===== config.mk =====
export PLATFORM = sky130hd
export DESIGN_NAME = uart_alu_top
export DESIGN_NICKNAME = d
export VERILOG_FILES = /design/src/logic/uart_alu_pkg.sv /design/src/logic/baud_tick_gen.sv /design/src/logic/uart_rx.sv /design/src/logic/frame_ctrl.sv /design/src/logic/alu.sv /design/src/logic/uart_tx.sv /design/src/logic/uart_alu_top.sv
export VERILOG_INCLUDE_DIRS = /design/src /design/src/logic
export SDC_FILE = /design/constraint.sdc
export NUM_CORES = 1
export LEC_CHECK = 0
export BUFFER_PORTS_ARGS = -buffer_cell sky130_fd_sc_hd__buf_2
export CAP_MARGIN = 40
export CORE_ASPECT_RATIO = 1.25
export CORE_MARGIN = 4
export CORE_UTILIZATION = 70
export CTS_BUF_LIST = sky130_fd_sc_hd__clkbuf_8
export DETAILED_ROUTE_END_ITERATION = 10
export PLACE_DENSITY = 0.95
export SYNTH_ARGS = -nofsm -noshare
export SYNTH_HDL_FRONTEND = slang
export SYNTH_SLANG_ARGS = --single-unit
export TNS_END_PERCENT = 50

===== constraint.sdc =====
create_clock -name clk -period 8.4 [get_ports clk]
set_clock_uncertainty 0.1 [all_clocks]
set_input_delay 0.84 -clock clk [delete_from_list [all_inputs] [get_ports clk]]
set_output_delay 0.84 -clock clk [all_outputs]
set_load 0.01 [all_outputs]

===== src/logic/uart_alu_defines.svh =====
`ifndef UART_ALU_DEFINES_SVH
`define UART_ALU_DEFINES_SVH

////////////////////////////////
// serial frame format
////////////////////////////////

// data bits per frame, lsb first
`define UART_DATA_BITS 8

// ticks per bit, both directions
`define UART_OVERSAMPLE 16

////////////////////////////////
// time base
////////////////////////////////

// clocks per tick, 4 gives 64 clocks per bit
`define UART_TICK_DIV 4

`endif


===== src/logic/uart_alu_pkg.sv =====
package uart_alu_pkg;

`include "uart_alu_defines.svh"

	// operand, result and serial byte
	typedef logic [`UART_DATA_BITS-1:0] data_t;

	typedef logic [$clog2(`UART_OVERSAMPLE)-1:0] tick_cnt_t; // ticks within a bit
	typedef logic [$clog2(`UART_DATA_BITS)-1:0]  bit_cnt_t;  // data bit index
	typedef logic [$clog2(`UART_TICK_DIV+1)-1:0] div_cnt_t; // clocks within a tick, +1 keeps div of 1 legal

	// shared by rx and tx
	typedef enum logic [1:0] {IDLE, START, DATA, STOP} uart_state_t;

	typedef enum logic [1:0] {WAIT_A, WAIT_B, WAIT_OP, SEND} frame_state_t;

	// mips funct codes
	typedef enum logic [7:0] {
		OP_ADD = 8'h20,
		OP_SUB = 8'h22,
		OP_AND = 8'h24,
		OP_OR  = 8'h25,
		OP_XOR = 8'h26,
		OP_NOR = 8'h27,
		OP_SRL = 8'h02,
		OP_SRA = 8'h03
	} alu_op_t;

endpackage


===== src/logic/baud_tick_gen.sv =====
`timescale 1ns/10ps

`include "uart_alu_defines.svh"

module baud_tick_gen
(
	input  logic clk,
	input  logic arst_n,
	output logic tick // one clock wide, every UART_TICK_DIV clocks
);

	import uart_alu_pkg::*;

	localparam div_cnt_t div_last = div_cnt_t'(`UART_TICK_DIV - 1);

	div_cnt_t div_cnt;

	always_ff @(posedge clk or negedge arst_n)
	begin
		if (!arst_n)
		begin
			div_cnt <= '0;
			tick    <= 1'b0;
		end
		else
		begin
			tick <= (div_cnt == div_last); // registered, no glitches
			if (div_cnt == div_last)
				div_cnt <= '0; // wrap
			else
				div_cnt <= div_cnt + 1'b1;
		end
	end

endmodule


===== src/logic/uart_rx.sv =====
`timescale 1ns/10ps

`include "uart_alu_defines.svh"

module uart_rx
(
	input  logic                clk,
	input  logic                arst_n,
	input  logic                tick,
	input  logic                rx_line,
	output uart_alu_pkg::data_t rx_data,      // lsb first shift reg
	output logic                rx_done_tick
);

	import uart_alu_pkg::*;

	localparam tick_cnt_t mid_tick  = tick_cnt_t'(`UART_OVERSAMPLE/2 - 1); // half a bit
	localparam tick_cnt_t last_tick = tick_cnt_t'(`UART_OVERSAMPLE - 1);   // full bit
	localparam bit_cnt_t  last_bit  = bit_cnt_t'(`UART_DATA_BITS - 1);

	uart_state_t state;
	tick_cnt_t   tick_cnt;
	bit_cnt_t    bit_cnt;
	logic        rx_meta;
	logic        rx_sync;

	// two flops, line is asynchronous to clk
	always_ff @(posedge clk or negedge arst_n)
	begin
		if (!arst_n)
		begin
			rx_meta <= 1'b1; // idle high
			rx_sync <= 1'b1;
		end
		else
		begin
			rx_meta <= rx_line;
			rx_sync <= rx_meta;
		end
	end

	////////////////////////////////
	// control fsm
	////////////////////////////////

	always_ff @(posedge clk or negedge arst_n)
	begin
		if (!arst_n)
		begin
			state        <= IDLE;
			tick_cnt     <= '0;
			bit_cnt      <= '0;
			rx_done_tick <= 1'b0;
		end
		else
		begin
			rx_done_tick <= 1'b0; // pulse default
			if (tick)
			begin
				case (state)
					IDLE:
					begin
						if (!rx_sync) // possible start edge
						begin
							state    <= START;
							tick_cnt <= '0;
						end
					end
					START:
					begin
						if (tick_cnt == mid_tick)
						begin
							tick_cnt <= '0;
							bit_cnt  <= '0;
							state    <= rx_sync ? IDLE : DATA; // high again, glitch
						end
						else
							tick_cnt <= tick_cnt + 1'b1;
					end
					DATA:
					begin
						if (tick_cnt == last_tick) // mid of a data bit
						begin
							tick_cnt <= '0;
							if (bit_cnt == last_bit)
								state <= STOP;
							else
								bit_cnt <= bit_cnt + 1'b1;
						end
						else
							tick_cnt <= tick_cnt + 1'b1;
					end
					STOP:
					begin
						if (tick_cnt == last_tick) // mid stop bit, no framing check
						begin
							rx_done_tick <= 1'b1;
							state        <= IDLE;
						end
						else
							tick_cnt <= tick_cnt + 1'b1;
					end
					default: state <= IDLE;
				endcase
			end
		end
	end

	// payload, shifted in from the top
	always_ff @(posedge clk)
	begin
		if (tick && state == DATA && tick_cnt == last_tick)
			rx_data <= {rx_sync, rx_data[`UART_DATA_BITS-1:1]};
	end

endmodule


===== src/logic/frame_ctrl.sv =====
`timescale 1ns/10ps

module frame_ctrl
(
	input  logic                  clk,
	input  logic                  arst_n,
	input  uart_alu_pkg::data_t   rx_data,
	input  logic                  rx_done_tick,
	input  uart_alu_pkg::data_t   result,       // from alu, same cycle
	input  logic                  tx_done_tick,
	output uart_alu_pkg::data_t   operand_a,
	output uart_alu_pkg::data_t   operand_b,
	output uart_alu_pkg::alu_op_t op,
	output logic                  tx_start,     // one pulse per result
	output uart_alu_pkg::data_t   tx_data
);

	import uart_alu_pkg::*;

	frame_state_t state;
	logic         launched; // tx_start already sent for this result

	////////////////////////////////
	// byte sequencing
	////////////////////////////////

	always_ff @(posedge clk or negedge arst_n)
	begin
		if (!arst_n)
		begin
			state    <= WAIT_A;
			launched <= 1'b0;
			tx_start <= 1'b0;
		end
		else
		begin
			tx_start <= 1'b0;
			case (state)
				WAIT_A:  if (rx_done_tick) state <= WAIT_B;
				WAIT_B:  if (rx_done_tick) state <= WAIT_OP;
				WAIT_OP: if (rx_done_tick) state <= SEND; // third byte
				SEND:
				begin
					// rx_done_tick ignored here
					if (!launched)
					begin
						tx_start <= 1'b1;
						launched <= 1'b1;
					end
					else if (tx_done_tick)
					begin
						launched <= 1'b0;
						state    <= WAIT_A;
					end
				end
				default: state <= WAIT_A;
			endcase
		end
	end

	// operand and result registers
	always_ff @(posedge clk)
	begin
		if (rx_done_tick)
		begin
			case (state)
				WAIT_A:  operand_a <= rx_data;
				WAIT_B:  operand_b <= rx_data;
				WAIT_OP: op        <= alu_op_t'(rx_data); // unknown codes kept as is
				default: ;
			endcase
		end
		if (state == SEND && !launched)
			tx_data <= result; // op settled by now
	end

endmodule


===== src/logic/alu.sv =====
`timescale 1ns/10ps

module alu
(
	input  uart_alu_pkg::data_t   operand_a,
	input  uart_alu_pkg::data_t   operand_b,
	input  uart_alu_pkg::alu_op_t op,
	output uart_alu_pkg::data_t   result
);

	import uart_alu_pkg::*;

	logic [2:0] shamt; // only low 3 bits shift

	assign shamt = operand_b[2:0];

	always_comb
	begin
		case (op)
			OP_ADD: result = operand_a + operand_b; // wraps mod 256
			OP_SUB: result = operand_a - operand_b;
			OP_AND: result = operand_a & operand_b;
			OP_OR:  result = operand_a | operand_b;
			OP_XOR: result = operand_a ^ operand_b;
			OP_NOR: result = ~(operand_a | operand_b);
			OP_SRL: result = operand_a >> shamt;
			OP_SRA: result = data_t'($signed(operand_a) >>> shamt); // sign fill
			default: result = '0;
		endcase
	end

endmodule


===== src/logic/uart_tx.sv =====
`timescale 1ns/10ps

`include "uart_alu_defines.svh"

module uart_tx
(
	input  logic                clk,
	input  logic                arst_n,
	input  logic                tick,
	input  logic                tx_start,
	input  uart_alu_pkg::data_t tx_data,
	output logic                tx_line,      // registered and idle high
	output logic                tx_done_tick
);

	import uart_alu_pkg::*;

	localparam tick_cnt_t last_tick = tick_cnt_t'(`UART_OVERSAMPLE - 1);
	localparam bit_cnt_t  last_bit  = bit_cnt_t'(`UART_DATA_BITS - 1);

	uart_state_t state;
	tick_cnt_t   tick_cnt;
	bit_cnt_t    bit_cnt;
	data_t       shift_reg; // lsb goes out first
	logic        bit_end;

	assign bit_end = tick && (tick_cnt == last_tick); // 16th tick of a bit

	always_ff @(posedge clk or negedge arst_n)
	begin
		if (!arst_n)
		begin
			state        <= IDLE;
			tick_cnt     <= '0;
			bit_cnt      <= '0;
			tx_line      <= 1'b1;
			tx_done_tick <= 1'b0;
		end
		else
		begin
			tx_done_tick <= 1'b0;
			case (state)
				IDLE:
				begin
					if (tx_start) // latched on any clock
					begin
						state    <= START;
						tick_cnt <= '0;
					end
				end
				START:
				begin
					if (bit_end)
					begin
						tx_line  <= shift_reg[0]; // first data bit
						tick_cnt <= '0;
						bit_cnt  <= '0;
						state    <= DATA;
					end
					else if (tick && tx_line)
						tx_line <= 1'b0; // start bit opens on the first tick
					else if (tick)
						tick_cnt <= tick_cnt + 1'b1;
				end
				DATA:
				begin
					if (bit_end)
					begin
						tick_cnt <= '0;
						if (bit_cnt == last_bit)
						begin
							tx_line <= 1'b1; // stop bit
							state   <= STOP;
						end
						else
						begin
							tx_line <= shift_reg[1]; // next bit before the shift lands
							bit_cnt <= bit_cnt + 1'b1;
						end
					end
					else if (tick)
						tick_cnt <= tick_cnt + 1'b1;
				end
				STOP:
				begin
					if (bit_end)
					begin
						tx_done_tick <= 1'b1;
						tick_cnt     <= '0;
						state        <= IDLE;
					end
					else if (tick)
						tick_cnt <= tick_cnt + 1'b1;
				end
				default:
				begin
					tx_line <= 1'b1;
					state   <= IDLE;
				end
			endcase
		end
	end

	// data buffer
	always_ff @(posedge clk)
	begin
		if (state == IDLE && tx_start)
			shift_reg <= tx_data;
		else if (state == DATA && bit_end)
			shift_reg <= shift_reg >> 1;
	end

endmodule


===== src/logic/uart_alu_top.sv =====
`timescale 1ns/10ps

module uart_alu_top
(
	input  logic clk,
	input  logic arst_n,
	input  logic rx_line, // from host, idle high
	output logic tx_line  // to host, idle high
);

	import uart_alu_pkg::*;

	logic    tick;          // shared oversampling time base
	data_t   rx_data;
	logic    rx_done_tick;
	data_t   operand_a;
	data_t   operand_b;
	alu_op_t op;
	data_t   result;
	logic    tx_start;
	data_t   tx_data;
	logic    tx_done_tick;

	////////////////////////////////
	// input side
	////////////////////////////////

	baud_tick_gen baud_tick_gen_i
	(
		.clk    (clk),
		.arst_n (arst_n),
		.tick   (tick)
	);

	uart_rx uart_rx_i
	(
		.clk          (clk),
		.arst_n       (arst_n),
		.tick         (tick),
		.rx_line      (rx_line),
		.rx_data      (rx_data),
		.rx_done_tick (rx_done_tick)
	);

	////////////////////////////////
	// processing
	////////////////////////////////

	frame_ctrl frame_ctrl_i
	(
		.clk          (clk),
		.arst_n       (arst_n),
		.rx_data      (rx_data),
		.rx_done_tick (rx_done_tick),
		.result       (result),
		.tx_done_tick (tx_done_tick),
		.operand_a    (operand_a),
		.operand_b    (operand_b),
		.op           (op),
		.tx_start     (tx_start),
		.tx_data      (tx_data)
	);

	alu alu_i
	(
		.operand_a (operand_a),
		.operand_b (operand_b),
		.op        (op),
		.result    (result)
	);

	////////////////////////////////
	// output side
	////////////////////////////////

	uart_tx uart_tx_i
	(
		.clk          (clk),
		.arst_n       (arst_n),
		.tick         (tick),
		.tx_start     (tx_start),
		.tx_data      (tx_data),
		.tx_line      (tx_line),
		.tx_done_tick (tx_done_tick)
	);

endmodule


Yosys cells after proc, flatten, opt, wreduce, memory -nomap -nowiden
Cells that the tools add are included.
Storage, ports and cells
  register bits after elaboration: 79
  output and inout bits: 1
  word-level logic and storage cells: 160
  bits of input ports: 3
Cells by class
  bitwise logic cells: 4
  equal/unequal tests: 43
  mux-type cells: 56
  add/subtract/negate cells: 7
  reduce and logical (&&, ||, !) cells: 26
  shifts and indexed selects: 2
Operator list (count)
  $pmux 8 s8: 1
  $eq 8x6->1 const B: 6
  $mux 4: 9
  $mux 2: 16
  $pmux 2 s4: 3
  $mux 3: 7
  $ne 2x1->1 const B: 10
  $eq 8x2->1 const B: 2
  $mux 8: 2
  $ne 2x2->1 const B: 8
  $pmux 4 s4: 1
  $reduce_and 5->1: 3
  $mux 1: 13
  $eq 2x2->1 const B: 6
  $pmux 3 s2: 2
  $pmux 4 s3: 1
  $add 3x1->3 const B: 3
  $add 4x1->4 const B: 2
  $add 8x8->8: 1
  $and 8x8->8: 1
  $eq 4x4->1 const B: 2
  $not 8->8: 1
  $or 8x8->8: 1
  $reduce_and 2->1: 4
  other kinds (19): 33

Depth between registers and ports, before layout
Gate-level depths: netlist (run 1).
  word-level depth: 5
  gate-level depth with buffers: 11
  mapped depth without buffers: 10

By module
From an unflattened synthesis (run 1), not the netlist that was laid out.
Second synthesis, totals
  cells, all modules: 433
  area, all modules: 4848.4 µm²
By module, submodules not included
  alu: seq. area each 0.0 µm², times used 1, area each 1383.8 µm², cells an instance 191
  frame_ctrl: seq. area each 1061.0 µm², times used 1, area each 1211.2 µm², cells an instance 54
  uart_tx: seq. area each 516.7 µm², times used 1, area each 1174.9 µm², cells an instance 100
  uart_rx: seq. area each 543.0 µm², times used 1, area each 930.9 µm², cells an instance 79
  baud_tick_gen: seq. area each 100.1 µm², times used 1, area each 147.6 µm², cells an instance 9

Worst setup path after synthesis (run 1)
No wires, ideal clock.
  path type: reg-to-reg
  start point: reg frame_ctrl_i.op[3]
  end point: reg frame_ctrl_i.tx_data[4] (data pin)
  path buffers: 0
  arrival time: 2.769 ns
  data required time: 8.039 ns
  setup slack: 5.270 ns
  setup time: 0.261 ns
  cell stages (with the launch flop): 10
  clock period less this slack: 3.130 ns
  cells stage by stage: edfxtp_1 or4_4 nor4_4 mux2i_1 fa_1 a21o_1 a21oi_1 xor2_1 o2bb2ai_1 a221o_1
Between the ends
  cells in the longest elaborated chain, start to end: 2
  elaborated cells between the ends (all ways): 9
  those cells by class: 8 x eq/ne; 1 x mux
Ends and longest elaborated chain
  start, declared: RTL line frame_ctrl.sv:13  | output uart_alu_pkg::alu_op_t op,
  start signal, assigned: RTL line frame_ctrl.sv:69  | WAIT_OP: op <= alu_op_t'(rx_data);
  $eq 8x2->1 / $eq 8x6->1 (equally long branches): RTL line alu.sv:19  | case (op)
  $pmux 8 s8 *: RTL line alu.sv:19
  via alu_i.result[4]: RTL line alu.sv:8  | output uart_alu_pkg::data_t result
  end signal, assigned: RTL line frame_ctrl.sv:74  | tx_data <= result;
  end, declared: RTL line frame_ctrl.sv:15  | output uart_alu_pkg::data_t tx_data
The timed path passes the listed nets; every way through them passes the cells marked *.
A chain may end at the register's enable or synchronous reset.

Worst setup path in the final report (run 1)
  start point: reg frame_ctrl_i.op[1]
  end point: reg frame_ctrl_i.tx_data[4] (data pin)
Same word-level chain as after synthesis.

==> flow_summary_export.csv, run 1 <==
group,metric,value,unit
floorplan,fp-row-count,32,
layout,final_net_count,471,
synthesis,yosysWarningCount,0,
placement,detailedPlace.worstSlack,4.92,ns
timing,finalCritPeriodShare,0.428,
drt,met3WireLength,389,um
drt,antenna_violating_nets_post_route,0,
floorplan,die_w,80.4,um
synthesis,ys_ff_latch,79,
drt,drt-vias-per-instance,6.26,
layout,diodes,0,
synthesis,synth_top_area_frac,0.314,
drt,drc,0,
placement,instance_area_after_placement,0.00465,mm2
global_routing,globalRouteTotalUtil,0.240,
synthesis,post_synth_num_cell_types,55,
synthesis,cell_types_occupying_the_most_area_after_synthesis,"sky130_fd_sc_hd__edfxtp_1 (31%), sky130_fd_sc_hd__dfrtp_1 (15%), sky130_fd_sc_hd__ha_1 (11%), sky130_fd_sc_hd__nand2_1 (3.1%), sky130_fd_sc_hd__a21oi_1 (2.6%)",
power,power.share.combinational,0.232,
global_routing,wire_length_of_the_first_global_routing_pass,14.7,mm
global_routing,vias_in_the_first_global_route,3173,
clock_tree,clkSinkCount,79,
synthesis,synthArstFlopShare,0.392,
hold_path,hp-class,"reg -> reg",
floorplan,floorplan.initialDensity,0.730,
power,static-leakage-power,2.00,nW
power,power.share.sequential,0.517,
layout,area_of_the_multi_input_gates,0.00220,mm2
placement,place.port_buffers,3,
placement,final_estimated_routing_congestion_in_global_placement,0.945,
timing,max_freq,278,MHz
synthesis,yosysSeqAreaShare,0.484,
global_routing,antenna_violations_before_repair,0,
worst_setup_path,critical_path.endpoint_type,"flop",
power,cellPowerDensity,206,mW/mm2
drt,via_count,3228,
power,cell_internal_pwr,0.000676,W
worst_setup_path,crit_fanout,22,
timing,worst-slew-pin-transition,0.898,ns
floorplan,floorplan.die_area,0.00793,mm2
hold_path,min_path_cells,0,
clock_tree,clock_tree_from_tritoncts,"yes",
timing,final.setup.worst_slack,4.80,ns
clock_tree,cts-root-buf,"sky130_fd_sc_hd__clkbuf_8",
layout,final_layout_size_suffix_gt1_frac,0.0696,
timing,rsz0062_at_grt,"false",
power,max-vdd-ir-drop,0.000208,V
worst_setup_path,data_required_critical_path,8.40,ns
layout,syn_to_final_growth,5.01,%
worst_setup_path,startpoint_type,"flop",
timing,setup_total_negative_slack,0,ns
floorplan,pin_count,4,
timing,maxSlewViolCount,0,
power,sw_frac_of_total,0.321,
synthesis,syn_area,0.00459,mm2
clock_tree,cts-htree-levels,3,
drt,route.met2.wl,4.53,mm
drt,maxUsedRoutingLayer,"met4",
drt,routed_wirelength,8.66,mm
placement,dp.final_hpwl,6.34,mm
layout,sequential_cell_area,0.00222,mm2
clock_tree,clkTransAtPathRegs,0.08,ns
synthesis,syn_area_per_cell,10.7,um2
timing,final-hold-violation-count,0,
timing,setup_viol,0,
worst_setup_path,worst_r2r_path_depth,9,
drt,drt_iter0_drc,303,
worst_setup_path,critPathKind,"reg -> reg",
status,outcome,"finished, final reports clean",
clock_tree,number_of_clock_buffers_inserted_by_tritoncts,9,
synthesis,syn_inst,428,
power,power_switching,0.000320,W
clock_tree,clock_insertion_delay_worst_skew,0.36,ns
floorplan,core_area,0.00629,mm2
synthesis,synth_edf_count,48,
timing,layout_min_cycle_time,3.60,ns
clock_tree,ctsLongestPathBuffers,2,
synthesis,synthFlopType,"sky130_fd_sc_hd__edfxtp_1",
layout,final_cell_area,0.00482,mm2
global_routing,grt_start_max_net_pins,32,
synthesis,netlist.top_cell.by_area,"sky130_fd_sc_hd__edfxtp_1",
drt,number_of_search_and_repair_iterations_in_the_first_detailed_routing_pass,5,
global_routing,globalRoute.totalOverflow,0,
layout,num-fill-cells,399,
drt,wl_met1,3.46,mm
floorplan,die_height,98.5,um
clock_tree,post_cts.repair.setup_buffers,0,
clock_tree,cts_resized,0,
synthesis,synthesis.nets,473,
clock_tree,hold_buffers,0,
worst_setup_path,timing.critical_path.arrival,3.60,ns
run,max-cap-violations,0,
power,share_clk_of_total_power,0.251,
drt,wl_per_cell,16.8,um
timing,maxSlewHeadroom,0.401,
worst paths after layout:
kind | slack, ns | startpoint | to
max | 4.80 | frame_ctrl_i.op[1]$_DFFE_PP_ | frame_ctrl_i.tx_data[4]$_DFFE_PP_
min in group asynchronous | 0.40 | arst_n | uart_tx_i.bit_cnt[0]$_DFFE_PN0P_
max in group asynchronous | 7.36 | arst_n | uart_rx_i.bit_cnt[0]$_DFFE_PN0P_
min | 0.26 | uart_rx_i.rx_meta$_DFF_PN1_ | uart_rx_i.rx_sync$_DFF_PN1_
max reg2reg | 4.80 | frame_ctrl_i.op[1]$_DFFE_PP_ | frame_ctrl_i.tx_data[4]$_DFFE_PP_
min reg2reg | 0.26 | uart_rx_i.rx_meta$_DFF_PN1_ | uart_rx_i.rx_sync$_DFF_PN1_
worst max-delay path: stages, from the launching register on:
cell                        delay [ns]
sky130_fd_sc_hd__edfxtp_1         0.90
sky130_fd_sc_hd__nand2b_1         0.26
sky130_fd_sc_hd__nor4_4           0.44
sky130_fd_sc_hd__mux2i_1          0.22
sky130_fd_sc_hd__fa_1             0.50
sky130_fd_sc_hd__a21o_1           0.18
sky130_fd_sc_hd__a21oi_1          0.17
sky130_fd_sc_hd__xor2_1           0.16
sky130_fd_sc_hd__o2bb2ai_1        0.09
sky130_fd_sc_hd__a221o_1          0.31
power by group through the flow:
stage	registers [W]	logic, W	clock network [W]
3_3_place_gp	0.000516	0.000211	0
6_report	0.000515	0.000231	0.000249
3_5_place_dp	0.000522	0.000229	0
5_1_grt	0.000523	0.000264	0.000271
4_1_cts	0.000514	0.000231	0.000255
2_1_floorplan	0.000502	0.000190	0
cell families (layout without fill, tap and decap cells):
group	count (synthesis)	after routing	synth area share
flops	79	79	0.484
mux	21	21	0.0512
compound gates	96	96	0.134
xor+xnor	19	19	0.0362
buf+inv	45	48	0.0376
simple gates	126	126	0.141
fa+ha+maj	42	42	0.116
layout by cell type, fill, tap and decap left out, drive strengths merged, types with 2 or more instances in the layout:
cell type,count
nor2b,11
nor3b,4
ha,41
nor3,11
clkbuf,10
nor2,25
a21oi,24
buf,3
a221o,2
o2bb2ai,2
edfxtp,48
a211oi,11
nand2b,5
and3,4
mux2,10
nand3,9
a21o,5
o211ai,5
clkinv,2
dfstp,3
mux2i,10
nand2,38
o22ai,4
o31ai,4
o21ai,20
dfrtp,28
xnor2,13
inv,33
nor4,5
and2,7
a31oi,6
xor2,6
a211o,3
o21a,2
synth_stat cells, types with 6 or more instances:
cell / count
sky130_fd_sc_hd__edfxtp_1: 48
sky130_fd_sc_hd__ha_1: 41
sky130_fd_sc_hd__nand2_1: 38
sky130_fd_sc_hd__dfrtp_1: 28
sky130_fd_sc_hd__inv_1: 25
sky130_fd_sc_hd__nor2_1: 25
sky130_fd_sc_hd__a21oi_1: 24
sky130_fd_sc_hd__o21ai_1: 16
sky130_fd_sc_hd__clkbuf_1: 13
sky130_fd_sc_hd__xnor2_1: 13
sky130_fd_sc_hd__a211oi_1: 11
sky130_fd_sc_hd__nor2b_1: 11
sky130_fd_sc_hd__mux2i_1: 10
sky130_fd_sc_hd__nor3_1: 10
sky130_fd_sc_hd__mux2_1: 9
sky130_fd_sc_hd__nand3_1: 9
sky130_fd_sc_hd__and2_1: 7
sky130_fd_sc_hd__a31oi_1: 6
sky130_fd_sc_hd__xor2_1: 6
per-stage QoR:
stage | std cells | total power [W] | hold WS, ns | util
2_1_floorplan | 428 | 0.000692 | 0.245 | -
6_report | 516 | 0.000995 | 0.260 | 0.767
3_5_place_dp | 500 | 0.000751 | 0.250 | 0.739
3_3_place_gp | 500 | 0.000727 | 0.246 | 0.739
5_1_grt | 516 | 0.00106 | 0.268 | 0.767
4_1_cts | 516 | 0.00100 | 0.260 | 0.767
per-layer routing:
metal / up-vias / GRT usage
li1: 1542 / -
met1: 1555 / 0.290
met2: 104 / 0.408
met3: 27 / 0.0576
met4: 0 / 0.0962
met5: - / 0
cell type report:
| class | count | area share |
|---|---|---|
| clock inverter | 6 | 0.00727 |
| sequential | 79 | 0.461 |
| timing repair buffer | 3 | 0.00311 |
| inverter | 29 | 0.0226 |
| clock buffer | 10 | 0.0285 |
| multi-input combinational | 304 | 0.456 |
| tap | 85 | 0.0221 |
(Power assumes the default switching activity.)
==> run 2: changes to the inputs <==
--- a/config.mk
+++ b/config.mk
@@ -10,10 +10,10 @@
 export CAP_MARGIN = 40
 export CORE_ASPECT_RATIO = 1.25
 export CORE_MARGIN = 4
-export CORE_UTILIZATION = 70
+export CORE_UTILIZATION = 59
 export CTS_BUF_LIST = sky130_fd_sc_hd__clkbuf_8
 export DETAILED_ROUTE_END_ITERATION = 10
-export PLACE_DENSITY = 0.95
+export PLACE_DENSITY = 0.86
 export SYNTH_ARGS = -nofsm -noshare
 export SYNTH_HDL_FRONTEND = slang
 export SYNTH_SLANG_ARGS = --single-unit
==> constraint.sdc (replaced) <==
create_clock -name clk -period 3.1 [get_ports clk]
set_clock_uncertainty 0.1 [all_clocks]
set_input_delay 0.31 -clock clk [delete_from_list [all_inputs] [get_ports clk]]
set_output_delay 0.31 -clock clk [all_outputs]
set_load 0.01 [all_outputs]
==> flow_summary_export.csv, run 2 (synthesized netlist as in run 1, its figures left out) <==
group,metric,value,unit
layout,num-fill-cells,558,
worst_setup_path,timing.critical_path.arrival,3.11,ns
clock_tree,clock_tree_from_tritoncts,"yes",
placement,final_estimated_routing_congestion_in_global_placement,0.897,
power,sw_frac_of_total,0.313,
worst_setup_path,critPathSlowestCell,"sky130_fd_sc_hd__or4_4",
layout,final_cell_area,0.00501,mm2
worst_setup_path,r2r_slack,-0.006,ns
timing,layout_min_cycle_time,3.11,ns
hold_path,hp-class,"reg -> reg",
run,max-cap-violations,0,
timing,max_freq,322,MHz
layout,diodes,0,
drt,wl_per_cell,15.8,um
layout,final_net_count,489,
floorplan,pin_count,4,
worst_setup_path,startpoint_type,"flop",
timing,finalCritPeriodShare,1.00,
global_routing,vias_in_the_first_global_route,3156,
floorplan,fp-row-count,35,
power,max-vdd-ir-drop,0.000430,V
drt,drt_iter0_drc,182,
clock_tree,clkSinkCount,79,
status,outcome,"complete, but fails checks",
power,cellPowerDensity,549,mW/mm2
timing,hold-worst-slack,0.254,ns
clock_tree,number_of_clock_buffers_inserted_by_tritoncts,9,
clock_tree,ctsLongestPathBuffers,2,
global_routing,globalRouteTotalUtil,0.201,
layout,syn_to_final_growth,9.21,%
layout,final_cell_mix,"sky130_fd_sc_hd__edfxtp_1 (48), sky130_fd_sc_hd__ha_1 (41), sky130_fd_sc_hd__nand2_1 (38)",
power,power.total,0.00275,W
global_routing,globalRoute.totalOverflow,0,
power,power.share.combinational,0.225,
layout,final_layout_size_suffix_gt1_frac,0.114,
drt,drt-vias-per-instance,5.96,
floorplan,floorplan.die_area,0.00926,mm2
clock_tree,cts-htree-levels,3,
worst_setup_path,data_required_critical_path,3.11,ns
global_routing,grt_start_max_net_pins,32,
power,static-leakage-power,2.10,nW
clock_tree,clock_insertion_delay_worst_skew,0.36,ns
worst_setup_path,critical_path.endpoint_type,"flop",
timing,maxSlewViolCount,0,
placement,dp.final_hpwl,6.44,mm
clock_tree,cts-root-buf,"sky130_fd_sc_hd__clkbuf_8",
global_routing,wire_length_of_the_first_global_routing_pass,14.6,mm
worst_setup_path,max_stage_delay,0.56,ns
placement,instance_area_after_placement,0.00475,mm2
worst_setup_path,crit_chain,"or4_4 -> nor4_4 -> buf_4 -> mux2i_2 -> fa_2 -> a21o_1 -> a21oi_2 -> xor2_2 -> o2bb2ai_1 -> a221o_1",
layout,most_common_cell_after_layout_fill_and_taps_aside,"sky130_fd_sc_hd__edfxtp_1",
drt,number_of_search_and_repair_iterations_in_the_first_detailed_routing_pass,6,
layout,finish.utilization,0.670,
drt,drc,0,
timing,final-hold-violation-count,0,
global_routing,antenna_violations_before_repair,0,
worst_setup_path,critPathKind,"reg -> reg",
power,power_switching,0.000862,W
worst_setup_path,crit_fanout,3,
floorplan,floorplan.initialDensity,0.613,
drt,routed_wirelength,8.53,mm
timing,setup_viol,1,
status,violated_checks,"negative setup slack",
clock_tree,clkTransAtPathRegs,0.07,ns
timing,rsz0062_at_grt,"true",
timing,worst-slew-pin-transition,0.739,ns
floorplan,die_height,107,um
power,share_clk_of_total_power,0.269,
power,cell_internal_pwr,0.00189,W
placement,place.port_buffers,3,
timing,maxSlewHeadroom,0.506,
floorplan,die_w,86.9,um
timing,final.setup.worst_slack,-0.00621,ns
drt,via_count,3226,
floorplan,core_area,0.00749,mm2
drt,antenna_violating_nets_post_route,0,
power,power.share.sequential,0.506,
==> run 2: cell types whose count changed in the layout (fill, tap and decap cells not counted), sizes merged <==
cell / previous run / this run
dlygate4sd3: 0 / 2
buf: 3 / 19
clkinv: 2 / 3
bufinv: 0 / 1
clkbuf: 10 / 9
inv: 33 / 32
==> run 2: per-stage QoR <==
step                TNS [ns]  worst slack, ns  cells
floorplan           -0.00289         -0.00289    428
global placement           0           0.0272    518
detailed placement  -0.00544         -0.00544    518
CTS                        0           0.0167    536
global route          -0.685           -0.170    541
finish              -0.00621         -0.00621    541
==> run 2: layout make-up <==
| cell class | count | area [um2] | share of cell area |
|---|---|---|---|
| Clock buffer | 9 | 124 | 0.0247 |
| Clock inverter | 7 | 66.3 | 0.0132 |
| Inverter | 29 | 109 | 0.0217 |
| Multi-Input combinational cell | 304 | 2220 | 0.443 |
| Sequential cell | 79 | 2220 | 0.443 |
| Tap cell | 92 | 115 | 0.0230 |
| Timing Repair Buffer | 21 | 155 | 0.0309 |
==> run 2: what timing repair did <==
action	CTS	global route
gates resized for setup	0	4
pin swaps	1	7
hold endpoints to repair	29	0
buffers inserted	0	5
hold buffers	2	0
setup endpoints to repair	2	5
==> run 2: worst max-delay path: cells and delay by family, from the launching register on <==
kind	cells	cell delay, ns
multiplexers	1	0.09
buffers and inverters	1	0.17
XOR/XNOR	1	0.14
AO/OA/AOI/OAI	4	0.74
adder cells (fa/ha/maj)	1	0.38
flip-flops	1	0.38
AND/OR/NAND/NOR	2	0.86
==> run 2: path summary, 6_finish.rpt <==
check	cells past startpoint	from	endpoint
max reg2reg	10	frame_ctrl_i.op[6]$_DFFE_PP_	frame_ctrl_i.tx_data[4]$_DFFE_PP_
min in group asynchronous	2	arst_n	uart_tx_i.bit_cnt[0]$_DFFE_PN0P_
max	10	frame_ctrl_i.op[6]$_DFFE_PP_	frame_ctrl_i.tx_data[4]$_DFFE_PP_
max in group asynchronous	2	arst_n	uart_rx_i.bit_cnt[2]$_DFFE_PN0P_
min	0	uart_rx_i.rx_meta$_DFF_PN1_	uart_rx_i.rx_sync$_DFF_PN1_
min reg2reg	0	uart_rx_i.rx_meta$_DFF_PN1_	uart_rx_i.rx_sync$_DFF_PN1_
==> run 2: routing by layer <==
| layer | vias to the layer above | part of all wire | track usage |
|---|---|---|---|
| met3 | 12 | 0.034 | 0.0384 |
| met4 | 0 | 0.015 | 0.0713 |
| li1 | 1586 | - | - |
| met1 | 1559 | 0.40 | 0.232 |
| met5 | - | 0 | 0 |
| met2 | 69 | 0.55 | 0.366 |
==> run 2: power groups by stage <==
stage / registers [W] / logic [W] / clock network (W)
2_1_floorplan: 0.00136 / 0.000514 / 0
3_3_place_gp: 0.00140 / 0.000574 / 0
3_5_place_dp: 0.00141 / 0.000612 / 0
4_1_cts: 0.00139 / 0.000622 / 0.000752
5_1_grt: 0.00141 / 0.000716 / 0.000799
6_report: 0.00139 / 0.000620 / 0.000739
